## src/common/issue_pkg.sv

```systemverilog
// Issue package: field widths, opcodes, functional unit classes, instruction word views
package issue_pkg;

    parameter int REG_ADDR_W      = 5;
    parameter int XLEN            = 32;
    parameter int RS_SIZE_DEFAULT = 4;

    // Major opcodes handled by the dispatch decoder
    parameter logic [6:0] OPC_OP     = 7'b0110011;
    parameter logic [6:0] OPC_OP_IMM = 7'b0010011;
    parameter logic [6:0] OPC_LOAD   = 7'b0000011;
    parameter logic [6:0] OPC_STORE  = 7'b0100011;

    // funct7 of the M extension
    parameter logic [6:0] F7_MULDIV  = 7'b0000001;

    typedef enum logic [1:0] {
        CLASS_ALU = 2'd0,
        CLASS_LSU = 2'd1,
        CLASS_MUL = 2'd2
    } fu_class_e;

    typedef struct packed {
        logic [6:0]            funct7;
        logic [REG_ADDR_W-1:0] rs2;
        logic [REG_ADDR_W-1:0] rs1;
        logic [2:0]            funct3;
        logic [REG_ADDR_W-1:0] rd;
        logic [6:0]            opcode;
    } inst_r_t;

    typedef struct packed {
        logic [11:0]           imm12;
        logic [REG_ADDR_W-1:0] rs1;
        logic [2:0]            funct3;
        logic [REG_ADDR_W-1:0] rd;
        logic [6:0]            opcode;
    } inst_i_t;

    // Same 32-bit word, register-register and immediate layouts
    typedef union packed {
        inst_r_t r;
        inst_i_t i;
    } inst_u;

endpackage

```

## src/common/dispatch_if.sv

```systemverilog
// Dispatch bus: allocation strobes and one decoded instruction with operand ready bits
`timescale 1ns/1ps
interface dispatch_if;
    import issue_pkg::*;

    logic                  alloc_alu;
    logic                  alloc_lsu;
    logic                  alloc_mul;
    logic [XLEN-1:0]       pc;
    logic [XLEN-1:0]       inst;
    logic [REG_ADDR_W-1:0] prs1;
    logic [REG_ADDR_W-1:0] prs2;
    logic [REG_ADDR_W-1:0] prd;
    logic                  prs1_ready;
    logic                  prs2_ready;

    modport dispatch (
        output alloc_alu, alloc_lsu, alloc_mul, pc, inst, prs1, prs2, prd, prs1_ready, prs2_ready
    );

    modport station (
        input alloc_alu, alloc_lsu, alloc_mul, pc, inst, prs1, prs2, prd, prs1_ready, prs2_ready
    );

endinterface

```

## src/hw/dispatch_stage.sv

```systemverilog
// Dispatch stage: class decode, pending-register scoreboard, holding register, station alloc
`timescale 1ns/1ps
module dispatch_stage (
    input  logic                             clk_i,
    input  logic                             reset_i,
    input  logic                             dispatch_valid_i,
    input  logic [issue_pkg::XLEN-1:0]       pc_i,
    input  logic [issue_pkg::XLEN-1:0]       inst_i,
    output logic                             dispatch_ready_o,
    input  logic                             alu_free_i,
    input  logic                             lsu_free_i,
    input  logic                             mul_free_i,
    input  logic                             cdb_en_i,
    input  logic [issue_pkg::REG_ADDR_W-1:0] cdb_tag_i,
    dispatch_if.dispatch                     disp
);
    import issue_pkg::*;

    inst_u                 dec;
    fu_class_e             dec_class;
    logic                  is_op;
    logic                  is_op_imm;
    logic                  is_load;
    logic                  is_store;
    logic [REG_ADDR_W-1:0] dec_rs1;
    logic [REG_ADDR_W-1:0] dec_rs2;
    logic [REG_ADDR_W-1:0] dec_rd;
    logic                  dec_rdy1;
    logic                  dec_rdy2;
    logic [31:0]           pending;
    logic                  accept;
    logic                  alloc_any;

    // Holding register between acceptance and station write
    logic                  hold_valid;
    fu_class_e             hold_class;
    logic [XLEN-1:0]       hold_pc;
    logic [XLEN-1:0]       hold_inst;
    logic [REG_ADDR_W-1:0] hold_prs1;
    logic [REG_ADDR_W-1:0] hold_prs2;
    logic [REG_ADDR_W-1:0] hold_prd;
    logic                  hold_rdy1;
    logic                  hold_rdy2;

    // x0 is always ready; the held instruction's rd counts as pending
    function automatic logic src_ready(input logic [REG_ADDR_W-1:0] src);
        logic cdb_hit;
        logic hold_hit;
        cdb_hit  = cdb_en_i && (cdb_tag_i == src);
        hold_hit = hold_valid && (hold_prd == src);
        return (src == '0) || (!hold_hit && (!pending[src] || cdb_hit));
    endfunction

    assign dec       = inst_i;
    assign is_op     = (dec.r.opcode == OPC_OP);
    assign is_op_imm = (dec.i.opcode == OPC_OP_IMM);
    assign is_load   = (dec.i.opcode == OPC_LOAD);
    assign is_store  = (dec.r.opcode == OPC_STORE);

    // Unused sources map to x0, stores and branches write nothing
    assign dec_rs1 = (is_op || is_op_imm || is_load || is_store) ? dec.i.rs1 : '0;
    assign dec_rs2 = (is_op || is_store) ? dec.r.rs2 : '0;
    assign dec_rd  = (is_op || is_op_imm || is_load) ? dec.i.rd : '0;

    always_comb begin
        if (is_load || is_store) begin
            dec_class = CLASS_LSU;
        end else if (is_op && (dec.r.funct7 == F7_MULDIV)) begin
            dec_class = CLASS_MUL;
        end else begin
            dec_class = CLASS_ALU;
        end
        dec_rdy1 = src_ready(dec_rs1);
        dec_rdy2 = src_ready(dec_rs2);
    end

    assign disp.alloc_alu = hold_valid && (hold_class == CLASS_ALU) && alu_free_i;
    assign disp.alloc_lsu = hold_valid && (hold_class == CLASS_LSU) && lsu_free_i;
    assign disp.alloc_mul = hold_valid && (hold_class == CLASS_MUL) && mul_free_i;
    assign alloc_any      = disp.alloc_alu || disp.alloc_lsu || disp.alloc_mul;

    assign dispatch_ready_o = !hold_valid || alloc_any;
    assign accept           = dispatch_valid_i && dispatch_ready_o;

    assign disp.pc         = hold_pc;
    assign disp.inst       = hold_inst;
    assign disp.prs1       = hold_prs1;
    assign disp.prs2       = hold_prs2;
    assign disp.prd        = hold_prd;
    // Broadcast in the allocation cycle reaches the entry directly
    assign disp.prs1_ready = hold_rdy1 || (cdb_en_i && (cdb_tag_i == hold_prs1));
    assign disp.prs2_ready = hold_rdy2 || (cdb_en_i && (cdb_tag_i == hold_prs2));

    always_ff @(posedge clk_i) begin
        if (reset_i) begin
            hold_valid <= 1'b0;
            pending    <= '0;
        end else begin
            if (accept) begin
                hold_valid <= 1'b1;
            end else if (alloc_any) begin
                hold_valid <= 1'b0;
            end
            if (cdb_en_i) begin
                pending[cdb_tag_i] <= 1'b0;
            end
            if (alloc_any && (hold_prd != '0)) begin
                pending[hold_prd] <= 1'b1;
            end
        end
    end

    always_ff @(posedge clk_i) begin
        if (accept) begin
            hold_class <= dec_class;
            hold_pc    <= pc_i;
            hold_inst  <= inst_i;
            hold_prs1  <= dec_rs1;
            hold_prs2  <= dec_rs2;
            hold_prd   <= dec_rd;
            hold_rdy1  <= dec_rdy1;
            hold_rdy2  <= dec_rdy2;
        end else begin
            hold_rdy1  <= disp.prs1_ready;
            hold_rdy2  <= disp.prs2_ready;
        end
    end

    a_one_alloc: assert property (@(posedge clk_i) disable iff (reset_i)
        $onehot0({disp.alloc_alu, disp.alloc_lsu, disp.alloc_mul}));

endmodule

```

## src/hw/ooo_issue.sv

```systemverilog
// Issue top level: dispatch stage feeding the ALU, LSU and MUL reservation stations
`timescale 1ns/1ps
module ooo_issue #(
    parameter int RS_SIZE = issue_pkg::RS_SIZE_DEFAULT
) (
    input  logic                             clk_i,
    input  logic                             reset_i,
    input  logic                             dispatch_valid_i,
    input  logic [issue_pkg::XLEN-1:0]       pc_i,
    input  logic [issue_pkg::XLEN-1:0]       inst_i,
    output logic                             dispatch_ready_o,
    input  logic                             lsu_ready_i,
    input  logic                             cdb_en_i,
    input  logic [issue_pkg::REG_ADDR_W-1:0] cdb_tag_i,
    output logic                             alu_issue_o,
    output logic [issue_pkg::XLEN-1:0]       alu_pc_o,
    output logic [issue_pkg::XLEN-1:0]       alu_inst_o,
    output logic [issue_pkg::REG_ADDR_W-1:0] alu_prs1_o,
    output logic [issue_pkg::REG_ADDR_W-1:0] alu_prs2_o,
    output logic [issue_pkg::REG_ADDR_W-1:0] alu_prd_o,
    output logic                             lsu_issue_o,
    output logic [issue_pkg::XLEN-1:0]       lsu_pc_o,
    output logic [issue_pkg::XLEN-1:0]       lsu_inst_o,
    output logic [issue_pkg::REG_ADDR_W-1:0] lsu_prs1_o,
    output logic [issue_pkg::REG_ADDR_W-1:0] lsu_prs2_o,
    output logic [issue_pkg::REG_ADDR_W-1:0] lsu_prd_o,
    output logic                             mul_issue_o,
    output logic [issue_pkg::XLEN-1:0]       mul_pc_o,
    output logic [issue_pkg::XLEN-1:0]       mul_inst_o,
    output logic [issue_pkg::REG_ADDR_W-1:0] mul_prs1_o,
    output logic [issue_pkg::REG_ADDR_W-1:0] mul_prs2_o,
    output logic [issue_pkg::REG_ADDR_W-1:0] mul_prd_o
);

    logic alu_free;
    logic lsu_free;
    logic mul_free;

    dispatch_if disp_bus ();

    dispatch_stage dispatch_i (
        .clk_i            (clk_i),
        .reset_i          (reset_i),
        .dispatch_valid_i (dispatch_valid_i),
        .pc_i             (pc_i),
        .inst_i           (inst_i),
        .dispatch_ready_o (dispatch_ready_o),
        .alu_free_i       (alu_free),
        .lsu_free_i       (lsu_free),
        .mul_free_i       (mul_free),
        .cdb_en_i         (cdb_en_i),
        .cdb_tag_i        (cdb_tag_i),
        .disp             (disp_bus.dispatch)
    );

    // ALU and multiplier accept every cycle
    rs #(.RS_SIZE(RS_SIZE)) rs_alu (
        .clk_i(clk_i), .reset_i(reset_i), .alloc_i(disp_bus.alloc_alu),
        .disp(disp_bus.station), .fu_ready_i(1'b1),
        .cdb_en_i(cdb_en_i), .cdb_tag_i(cdb_tag_i), .free_o(alu_free),
        .issue_o(alu_issue_o), .pc_o(alu_pc_o), .inst_o(alu_inst_o),
        .prs1_o(alu_prs1_o), .prs2_o(alu_prs2_o), .prd_o(alu_prd_o)
    );

    rs #(.RS_SIZE(RS_SIZE)) rs_lsu (
        .clk_i(clk_i), .reset_i(reset_i), .alloc_i(disp_bus.alloc_lsu),
        .disp(disp_bus.station), .fu_ready_i(lsu_ready_i),
        .cdb_en_i(cdb_en_i), .cdb_tag_i(cdb_tag_i), .free_o(lsu_free),
        .issue_o(lsu_issue_o), .pc_o(lsu_pc_o), .inst_o(lsu_inst_o),
        .prs1_o(lsu_prs1_o), .prs2_o(lsu_prs2_o), .prd_o(lsu_prd_o)
    );

    rs #(.RS_SIZE(RS_SIZE)) rs_mul (
        .clk_i(clk_i), .reset_i(reset_i), .alloc_i(disp_bus.alloc_mul),
        .disp(disp_bus.station), .fu_ready_i(1'b1),
        .cdb_en_i(cdb_en_i), .cdb_tag_i(cdb_tag_i), .free_o(mul_free),
        .issue_o(mul_issue_o), .pc_o(mul_pc_o), .inst_o(mul_inst_o),
        .prs1_o(mul_prs1_o), .prs2_o(mul_prs2_o), .prd_o(mul_prd_o)
    );

endmodule

```

## src/rs/rs.sv

```systemverilog
// Reservation station: RS_SIZE slots, selector, allocation age counter, issue port mux
`timescale 1ns/1ps
module rs #(
    parameter int RS_SIZE = issue_pkg::RS_SIZE_DEFAULT
) (
    input  logic                             clk_i,
    input  logic                             reset_i,
    input  logic                             alloc_i,
    dispatch_if.station                      disp,
    input  logic                             fu_ready_i,
    input  logic                             cdb_en_i,
    input  logic [issue_pkg::REG_ADDR_W-1:0] cdb_tag_i,
    output logic                             free_o,
    output logic                             issue_o,
    output logic [issue_pkg::XLEN-1:0]       pc_o,
    output logic [issue_pkg::XLEN-1:0]       inst_o,
    output logic [issue_pkg::REG_ADDR_W-1:0] prs1_o,
    output logic [issue_pkg::REG_ADDR_W-1:0] prs2_o,
    output logic [issue_pkg::REG_ADDR_W-1:0] prd_o
);
    import issue_pkg::*;

    localparam int IDX_W = (RS_SIZE > 1) ? $clog2(RS_SIZE) : 1;

    logic [RS_SIZE-1:0]    slot_free;
    logic [RS_SIZE-1:0]    slot_ready;
    logic [RS_SIZE-1:0]    slot_grant;
    logic [RS_SIZE-1:0]    issue_grant;
    logic [IDX_W-1:0]      issue_idx;
    logic [7:0]            age_cnt;
    logic [7:0]            slot_age  [RS_SIZE];
    logic [7:0]            slot_wait [RS_SIZE];
    logic [XLEN-1:0]       slot_pc   [RS_SIZE];
    logic [XLEN-1:0]       slot_inst [RS_SIZE];
    logic [REG_ADDR_W-1:0] slot_prs1 [RS_SIZE];
    logic [REG_ADDR_W-1:0] slot_prs2 [RS_SIZE];
    logic [REG_ADDR_W-1:0] slot_prd  [RS_SIZE];

    // Stamp source, advances once per allocation
    always_ff @(posedge clk_i) begin
        if (reset_i) begin
            age_cnt <= '0;
        end else if (alloc_i) begin
            age_cnt <= age_cnt + 8'd1;
        end
    end

    for (genvar k = 0; k < RS_SIZE; k++) begin : g_slot
        rs_entry slot_i (
            .clk_i     (clk_i),
            .reset_i   (reset_i),
            .alloc_i   (alloc_i && slot_grant[k]),
            .issue_i   (issue_grant[k] && fu_ready_i),
            .age_i     (age_cnt),
            .disp      (disp),
            .cdb_en_i  (cdb_en_i),
            .cdb_tag_i (cdb_tag_i),
            .free_o    (slot_free[k]),
            .ready_o   (slot_ready[k]),
            .age_o     (slot_age[k]),
            .pc_o      (slot_pc[k]),
            .inst_o    (slot_inst[k]),
            .prs1_o    (slot_prs1[k]),
            .prs2_o    (slot_prs2[k]),
            .prd_o     (slot_prd[k])
        );
        // Wait time modulo 256
        assign slot_wait[k] = age_cnt - slot_age[k];
    end

    rs_select #(.RS_SIZE(RS_SIZE)) select_i (
        .free_i        (slot_free),
        .ready_i       (slot_ready),
        .age_i         (slot_wait),
        .slot_grant_o  (slot_grant),
        .issue_grant_o (issue_grant),
        .issue_idx_o   (issue_idx)
    );

    assign free_o  = |slot_free;
    assign issue_o = (|issue_grant) && fu_ready_i;
    assign pc_o    = slot_pc[issue_idx];
    assign inst_o  = slot_inst[issue_idx];
    assign prs1_o  = slot_prs1[issue_idx];
    assign prs2_o  = slot_prs2[issue_idx];
    assign prd_o   = slot_prd[issue_idx];

endmodule

```

## src/rs/rs_entry.sv

```systemverilog
// Reservation station slot: instruction fields, operand ready bits, age stamp, CDB snoop
`timescale 1ns/1ps
module rs_entry (
    input  logic                             clk_i,
    input  logic                             reset_i,
    input  logic                             alloc_i,
    input  logic                             issue_i,
    input  logic [7:0]                       age_i,
    dispatch_if.station                      disp,
    input  logic                             cdb_en_i,
    input  logic [issue_pkg::REG_ADDR_W-1:0] cdb_tag_i,
    output logic                             free_o,
    output logic                             ready_o,
    output logic [7:0]                       age_o,
    output logic [issue_pkg::XLEN-1:0]       pc_o,
    output logic [issue_pkg::XLEN-1:0]       inst_o,
    output logic [issue_pkg::REG_ADDR_W-1:0] prs1_o,
    output logic [issue_pkg::REG_ADDR_W-1:0] prs2_o,
    output logic [issue_pkg::REG_ADDR_W-1:0] prd_o
);

    logic busy;
    logic rdy1;
    logic rdy2;

    assign free_o  = !busy;
    assign ready_o = busy && rdy1 && rdy2;

    always_ff @(posedge clk_i) begin
        if (reset_i) begin
            busy <= 1'b0;
            rdy1 <= 1'b0;
            rdy2 <= 1'b0;
        end else if (alloc_i) begin
            busy <= 1'b1;
            rdy1 <= disp.prs1_ready;
            rdy2 <= disp.prs2_ready;
        end else begin
            if (issue_i) begin
                busy <= 1'b0;
            end
            // Wake-up on a matching tag
            if (cdb_en_i && (cdb_tag_i == prs1_o)) begin
                rdy1 <= 1'b1;
            end
            if (cdb_en_i && (cdb_tag_i == prs2_o)) begin
                rdy2 <= 1'b1;
            end
        end
    end

    always_ff @(posedge clk_i) begin
        if (alloc_i) begin
            age_o  <= age_i;
            pc_o   <= disp.pc;
            inst_o <= disp.inst;
            prs1_o <= disp.prs1;
            prs2_o <= disp.prs2;
            prd_o  <= disp.prd;
        end
    end

    a_alloc_free: assert property (@(posedge clk_i) disable iff (reset_i)
        alloc_i |-> free_o);

    // Issue only from a ready slot, which is empty afterwards
    a_issue_ready: assert property (@(posedge clk_i) disable iff (reset_i)
        issue_i |-> ready_o ##1 free_o);

endmodule

```

## src/rs/rs_select.sv

```systemverilog
// Slot selector: lowest free slot for allocation, oldest ready slot for issue
`timescale 1ns/1ps
module rs_select #(
    parameter int RS_SIZE = issue_pkg::RS_SIZE_DEFAULT
) (
    input  logic [RS_SIZE-1:0]                                free_i,
    input  logic [RS_SIZE-1:0]                                ready_i,
    input  logic [7:0]                                        age_i [RS_SIZE],
    output logic [RS_SIZE-1:0]                                slot_grant_o,
    output logic [RS_SIZE-1:0]                                issue_grant_o,
    output logic [((RS_SIZE > 1) ? $clog2(RS_SIZE) : 1)-1:0] issue_idx_o
);

    localparam int IDX_W = (RS_SIZE > 1) ? $clog2(RS_SIZE) : 1;

    // Scan from the top so the lowest free index wins
    always_comb begin
        slot_grant_o = '0;
        for (int k = RS_SIZE - 1; k >= 0; k--) begin
            if (free_i[k]) begin
                slot_grant_o    = '0;
                slot_grant_o[k] = 1'b1;
            end
        end
    end

    // age_i is the wait time, so larger means older
    always_comb begin
        logic [7:0] best_age;
        logic       found;
        best_age      = '0;
        found         = 1'b0;
        issue_idx_o   = '0;
        issue_grant_o = '0;
        for (int k = 0; k < RS_SIZE; k++) begin
            if (ready_i[k] && (!found || (age_i[k] > best_age))) begin
                found       = 1'b1;
                best_age    = age_i[k];
                issue_idx_o = IDX_W'(k);
            end
        end
        if (found) begin
            issue_grant_o[issue_idx_o] = 1'b1;
        end
    end

    always_comb begin
        a_grants: assert ($onehot0(slot_grant_o) && $onehot0(issue_grant_o)
                          && ((slot_grant_o & ~free_i) == '0)
                          && ((issue_grant_o & ~ready_i) == '0));
    end

endmodule

```

## config.mk

```make
export PLATFORM = sky130hd
export DESIGN_NAME = ooo_issue
export DESIGN_NICKNAME = d
export VERILOG_FILES = /design/src/common/issue_pkg.sv /design/src/common/dispatch_if.sv /design/src/hw/dispatch_stage.sv /design/src/hw/ooo_issue.sv /design/src/rs/rs.sv /design/src/rs/rs_entry.sv /design/src/rs/rs_select.sv
export SDC_FILE = /design/constraint.sdc
export NUM_CORES = 2
export LEC_CHECK = 0
export CAP_MARGIN = 20
export CORE_ASPECT_RATIO = 1.1
export CORE_MARGIN = 10
export CORE_UTILIZATION = 60
export CTS_CLUSTER_DIAMETER = 150
export DETAILED_ROUTE_END_ITERATION = 16
export DONT_BUFFER_PORTS = 1
export PLACE_DENSITY = 0.76
export SYNTH_ARGS = -nofsm -noshare
export SYNTH_HDL_FRONTEND = slang
export SYNTH_SLANG_ARGS = --single-unit
```

## constraint.sdc

```tcl
create_clock -name clk_i -period 19.8 [get_ports clk_i]
set_input_delay 1.98 -clock clk_i [delete_from_list [all_inputs] [get_ports clk_i]]
set_output_delay 1.98 -clock clk_i [all_outputs]
set_load 0.02 [all_outputs]
```

**Word-level counts from Yosys, hierarchy flattened**

Cells that the tools add are included.
W data, S select, Z words.

- Register bits: 1220
- Input bits: 74
- Output and inout bits: 241
- Logic and storage cells: 581

- $add $sub $neg: 15
- Order comparisons: 24
- Eq/ne operators: 37
- Mux-type cells: 186
- Bitwise gates (word level): 6
- Reductions and logical operators: 192

Operators with widths:

| cell | number |
|---|---|
| $mux W32 | 15 |
| $bmux W32 S2 | 6 |
| $eq A5 B5 Y1 | 30 |
| $mux W5 | 20 |
| $mux W1 | 98 |
| $logic_and A1 B1 Y1 | 96 |
| $sub A8 B8 Y8 | 12 |
| $bmux W5 S2 | 9 |
| $reduce_bool A2 Y1 | 37 |
| $gt A8 B8 Y1 | 9 |
| $mux W8 | 9 |
| $mux W4 | 15 |
| $and A32 B32 Y32 | 1 |
| $not A32 Y32 | 1 |
| $or A32 B32 Y32 | 1 |
| $logic_not A1 Y1 | 26 |
| $add A8 B1 Y8 const B | 3 |
| $lt A5 B6 Y1 const B | 4 |
| $reduce_or A4 Y1 | 6 |
| $logic_or A1 B1 Y1 | 23 |
| $eq A7 B6 Y1 const B | 2 |
| $mux W2 | 7 |
| $bmux W1 S5 | 2 |
| $demux W1 S5 | 2 |
| 14 further kinds | 26 |

**Longest topological paths before layout**

- Depth after elaboration: 23
- Mapped depth: 37
- Mapped depth without buffers: 30

**Hierarchy**

A second synthesis with hierarchy kept.

- Cell total of the unflattened synthesis: 3156
- Area total of the unflattened synthesis: 53048.4 µm²

By module, submodules not included:

| module | instances | cells an instance | area each (µm²) | seq. area each (µm²) |
|---|---|---|---|---|
| rs_entry | 12 | 116 | 2856.5 | 2672.6 |
| rs (rs_lsu ...) | 2 | 323 | 3532.1 | 160.2 |
| dispatch_stage | 1 | 456 | 5277.6 | 3133.0 |
| rs (rs_alu) | 1 | 313 | 3568.4 | 160.2 |
| rs_select | 3 | 116 | 952.2 | 0.0 |
| ooo_issue | 1 | 1 | 3.8 | 0.0 |

**Least setup slack after synthesis**

OpenSTA, ideal clock, no wires.

- Kind: flip-flop to output port
- From: register rs_mul.age_cnt[0]
- To: output mul_inst_o[0] (netlist bit)
- Arrival time: 6860 ps
- Data required time: 17820 ps
- Slack: 10960 ps
- Stages on the path, launching flop included: 34
- Buffers on the path: 6
- Path through: dfxtp_1 inv_1 ha_1 inv_1 fa_1 a21oi_1 o211ai_1 a21oi_1 xor2_1 inv_1 ha_1 nand4_1 o31ai_1 a21o_1 buf_4 buf_6 buf_4 mux2_2 ha_1 nand4_1 o31a_1 o21ai_1 buf_2 buf_1 nor2_1 a31o_2 ha_1 nor2b_1 o211ai_1 a21oi_1 o31ai_2 clkbuf_1 nor2_1 a211oi_1

- Cells in the longest elaborated chain, start to end: 18
- Elaborated cells between the ends (all ways): 27
- Those cells by class: 4 x add/sub; 3 x order compare; 11 x mux; 1 x bitwise; 8 x reduce/logical

RTL lines:

| item | line | source |
|---|---|---|
| start: declaration | rs.sv:30 | `logic [7:0] age_cnt;` |
| start signal: assignment | rs.sv:44 | `age_cnt <= age_cnt + 8'd1;` |
| $sub A8 B8 Y8 | rs.sv:68 | `assign slot_wait[k] = age_cnt - slot_age[k];` |
| $mux W8 | rs_select.sv:36 | `if (ready_i[k] && (!found \|\| (age_i[k] > best_age))) begin` |
| $gt A8 B8 Y1 | rs_select.sv:36 |  |
| $logic_or A1 B1 Y1 | rs_select.sv:36 |  |
| $logic_and A1 B1 Y1 | rs_select.sv:36 |  |
| $mux W8 or $mux W1 (tied branches) | rs_select.sv:36 |  |
| $gt A8 B8 Y1 or $logic_not A1 Y1 (tied branches) | rs_select.sv:36 |  |
| $logic_or A1 B1 Y1 | rs_select.sv:36 |  |
| $logic_and A1 B1 Y1 | rs_select.sv:36 |  |
| $mux W8 or $mux W1 (tied branches) | rs_select.sv:36 |  |
| $gt A8 B8 Y1 or $logic_not A1 Y1 (tied branches) | rs_select.sv:36 |  |
| $logic_or A1 B1 Y1 | rs_select.sv:36 |  |
| $logic_and A1 B1 Y1 | rs_select.sv:36 |  |
| $mux W2 * | rs_select.sv:36 |  |
| $not A2 Y3 (not written as such) * | rs.sv:83 | `assign inst_o = slot_inst[issue_idx];` |
| $bmux W32 S2 * | rs.sv:83 |  |
| $mux W32 (not written as such) * (2 in series) | rs.sv:83 |  |
| end: declaration | ooo_issue.sv:29 | `output logic [issue_pkg::XLEN-1:0] mul_inst_o,` |

Every way passes the cells marked *; elsewhere a longest branch is shown, timed or not. The select of a mux whose other input is x is not followed.

**Worst setup path in the final report**

- From: register rs_alu.age_cnt[0]
- To: output alu_pc_o[25] (netlist bit)

- Cells in the longest elaborated chain, start to end: 18
- Elaborated cells between the ends (all ways): 27
- Those cells by class: 4 x add/sub; 3 x order compare; 11 x mux; 1 x bitwise; 8 x reduce/logical

RTL lines:

| item | line | source |
|---|---|---|
| start: declaration | rs.sv:30 |  |
| start signal: assignment | rs.sv:44 |  |
| $sub A8 B8 Y8 | rs.sv:68 |  |
| $mux W8 | rs_select.sv:36 |  |
| $gt A8 B8 Y1 | rs_select.sv:36 |  |
| $logic_or A1 B1 Y1 | rs_select.sv:36 |  |
| $logic_and A1 B1 Y1 | rs_select.sv:36 |  |
| $mux W8 or $mux W1 (tied branches) | rs_select.sv:36 |  |
| $gt A8 B8 Y1 or $logic_not A1 Y1 (tied branches) | rs_select.sv:36 |  |
| $logic_or A1 B1 Y1 | rs_select.sv:36 |  |
| $logic_and A1 B1 Y1 | rs_select.sv:36 |  |
| $mux W8 or $mux W1 (tied branches) | rs_select.sv:36 |  |
| $gt A8 B8 Y1 or $logic_not A1 Y1 (tied branches) | rs_select.sv:36 |  |
| $logic_or A1 B1 Y1 | rs_select.sv:36 |  |
| $logic_and A1 B1 Y1 | rs_select.sv:36 |  |
| $mux W2 * | rs_select.sv:36 |  |
| $not A2 Y3 (not written as such) * | rs.sv:82 | `assign pc_o = slot_pc[issue_idx];` |
| $bmux W32 S2 * | rs.sv:82 |  |
| $mux W32 (not written as such) * (2 in series) | rs.sv:82 |  |
| end: declaration | ooo_issue.sv:16 | `output logic [issue_pkg::XLEN-1:0] alu_pc_o,` |

Marked as above.

==> results by group <==
Outcome
  – Status: completed

Placement
  – Placed cells: ~4900
  – PortBufs: 0
  – Post-place setup slack: between 6 and 7 ns
  – DP Wirelength: about 90000 µm
  – GPL Wtd Cong: around 0.91

Global route
  – Vias in the first global route: approximately 32000
  – Overall routing resource usage: 0.271
  – Largest net degree at the start of global routing: between 90 and 100
  – Total grt overflow: 0
  – Initial antenna violation count: 14
  – First-pass GRT wire length: between 200000 and 250000 µm

STA
  – RSZ-0062 raised after global routing: no
  – Setup TNS: 0 ns
  – Max-Slew Margin vs Limit: 0.175
  – Hold slack: around 0.49 ns
  – Worst slew pin tran: 1.23 ns
  – Tmin final: around 14 ns
  – Final WS setup: approximately 5.7 ns
  – Fmax: 70.8 MHz
  – Final hold vios: 0
  – Period utilisation layout: 0.713
  – Pins Over Slew Limit: 0
  – Max Clock Skew: approximately 0.084 ns
  – Setup Viol. Count Final: 0

Layout
  – Final std cells w/o fill: ~5200
  – Most frequent cells in the layout: 1125 x edfxtp_1, 369 x nor2_1, 286 x nor3_1
  – Fin util: 0.660
  – Commonest non-fill, non-tap cell in the layout: edfxtp_1
  – Nets@finish: between 4000 and 5000
  – Layout cells sized above 1: 0.0944
  – Fill cells: 6184
  – Area Growth Syn to Fin: 9.24%

Logic synthesis
  – Post-synthesis sequential area ratio: 0.661
  – Synth Instances: roughly 4000
  – Post-synth cell types: slightly above 80
  – YS warnings: 0
  – Cell area after synthesis: around 54000 µm²
  – Ys flop type: edfxtp_1
  – Async SR Flop Fraction: 0
  – Seq cells post-synth: between 1000 and 1500
  – Synth Net Count: just over 4000
  – EDFF count, synth: about 1100
  – Synth Area per Inst: 13.9 µm²

Detailed routing
  – First-pass iteration count of the detailed router: 6
  – 1st-iter DRT viols: ~3600
  – DRC: 0
  – Vias: roughly 33000
  – WL per Instance: roughly 28 µm
  – Vias per cell: between 6 and 7
  – Final WL: roughly 140000 µm
  – Post-DRT Antenna Nets: 0

Clock network
  – Clock Tree Buf Depth: 3
  – Worst-Skew Late Latency: 0.73 ns
  – Number of H-tree levels: 3
  – TritonCTS clock tree: done
  – CTS Root Cell: clkbuf_16
  – Post-CTS setup buffers: 0
  – Post-CTS Hold Buffers: 0
  – PostCTS Resize Cnt: 0
  – Clock buffer count from CTS: about 120
  – Clock slew at reported path FFs: approximately 0.070 ns
  – Sink Count: around 1200

Worst setup path
  – Required time worst endpoint: around 18 ns
  – Arrival @ worst endpoint: roughly 12 ns
  – Crit path max fanout: 67
  – Crit path launch type: flip-flop
  – CP max-delay cell: buf_4
  – Critical path endpoint category: primary output
  – Max incr delay on CP: about 0.9 ns
  – Kind of critical path: reg2out

Die
  – Core area: between 80000 and 90000 µm²
  – Die Y: 335 µm
  – Row cnt: between 100 and 150
  – Starting density of the core: 0.604
  – Die W: just over 300 µm
  – Die area: about 100000 µm²
  – I/O Pins: around 320

Hold path
  – Worst hold-check path type: reg2reg

Pwr
  – Worst ir drop on vdd: 0.000111 V
  – Power Dens Cells: just under 90 nW/µm²
  – Pleak: approximately 21 nW

Run
  – # Max-Cap Violations: 0
cells in the mapped netlist, types with 70 or more instances:
cell type | n | area, µm²
clkbuf_1 | 92 | 345
buf_2 | 70 | 350
nor3_1 | 287 | 1440
edfxtp_1 | 1125 | 33800
xor2_1 | 144 | 1260
nand2_1 | 107 | 402
a211oi_1 | 190 | 1430
nor2_1 | 375 | 1410
inv_1 | 148 | 556
xnor2_1 | 78 | 683
ha_1 | 159 | 1990
o21ai_0 | 72 | 360
dfxtp_1 | 95 | 1900
mux2i_1 | 265 | 2650
a21oi_1 | 129 | 646
sequential cells by signal, indices dropped and copies added, names as in the netlist, 128 cells and up:
name and flops:
rs_mul.g_slot.slot_i.inst_o 128, rs_mul.g_slot.slot_i.pc_o 128, rs_alu.g_slot.slot_i.pc_o 128, rs_lsu.g_slot.slot_i.inst_o 128, rs_alu.g_slot.slot_i.inst_o 128, rs_lsu.g_slot.slot_i.pc_o 128
final timing paths:
check | to | slack [ns] | depth (start not counted) | from
max reg2reg | rs_alu.g_slot[2].slot_i.busy$_SDFFE_PP0P_ | 9.43 | 30 | rs_alu.age_cnt[0]$_SDFFE_PP0P_
min | dispatch_i.pending[26]$_SDFF_PP0_ | 0.49 | 2 | dispatch_i.pending[26]$_SDFF_PP0_
min reg2reg | dispatch_i.pending[26]$_SDFF_PP0_ | 0.49 | 2 | dispatch_i.pending[26]$_SDFF_PP0_
max | alu_pc_o[25] | 5.68 | 31 | rs_alu.age_cnt[0]$_SDFFE_PP0P_
kinds of logic after synthesis:
logic type,synth area share
AOI/OAI and AO/OA,0.0855
adders and majority gates,0.0413
muxes,0.0547
buffers and inverters,0.0298
DFF,0.661
xor gates and xnor gates,0.0360
and+or+nand+nor,0.0921
final cells by class:
type	count	area, µm²	area share
well taps	1170	1460	0.0248
repair buffers	57	458	0.00776
clock inverters	73	777	0.0132
clock buffers	148	3140	0.0533
flip-flops and latches	1220	35700	0.605
inverters	148	566	0.00959
diodes	11	27.5	0.000467
multi-input cells	2327	16900	0.286
worst max-delay path: cells and delay by family, from the launching register on:
kind / cells / cell delay, ns
AO/OA/AOI/OAI: 15 / 5.29
buffers and inverters: 6 / 3.26
flip-flops: 1 / 0.51
adder cells (fa/ha/maj): 5 / 1.43
AND/OR/NAND/NOR: 5 / 0.82
metal layers:
layer / wire length [µm] / vias to the layer above / GRT usage
li1: - / 14700 / -
met1: 54600 / 16500 / 0.349
met5: 74 / - / 0
met3: 13800 / 281 / 0.0686
met2: 68200 / 1586 / 0.442
met4: 5160 / 10 / 0.0966
power by group:
part / leakage, nW / total, mW / internal (mW) / switching [mW]
logic: 8.55 / 0.121 / 0.0396 / 0.0812
registers: 11.0 / 2.90 / 2.85 / 0.0481
clock network: 1.90 / 2.25 / 1.27 / 0.973
total: 21.5 / 5.27 / 4.16 / 1.10
through the flow:
stage | instance area [µm²] | power (mW)
2_1_floorplan | 54000 | 3.03
6_report | 59000 | 5.27
5_1_grt | 59000 | 5.40
3_5_place_dp | 55000 | 3.07
3_3_place_gp | 55000 | 3.07
4_1_cts | 59000 | 5.29
Power figures use the tool's default switching activity.
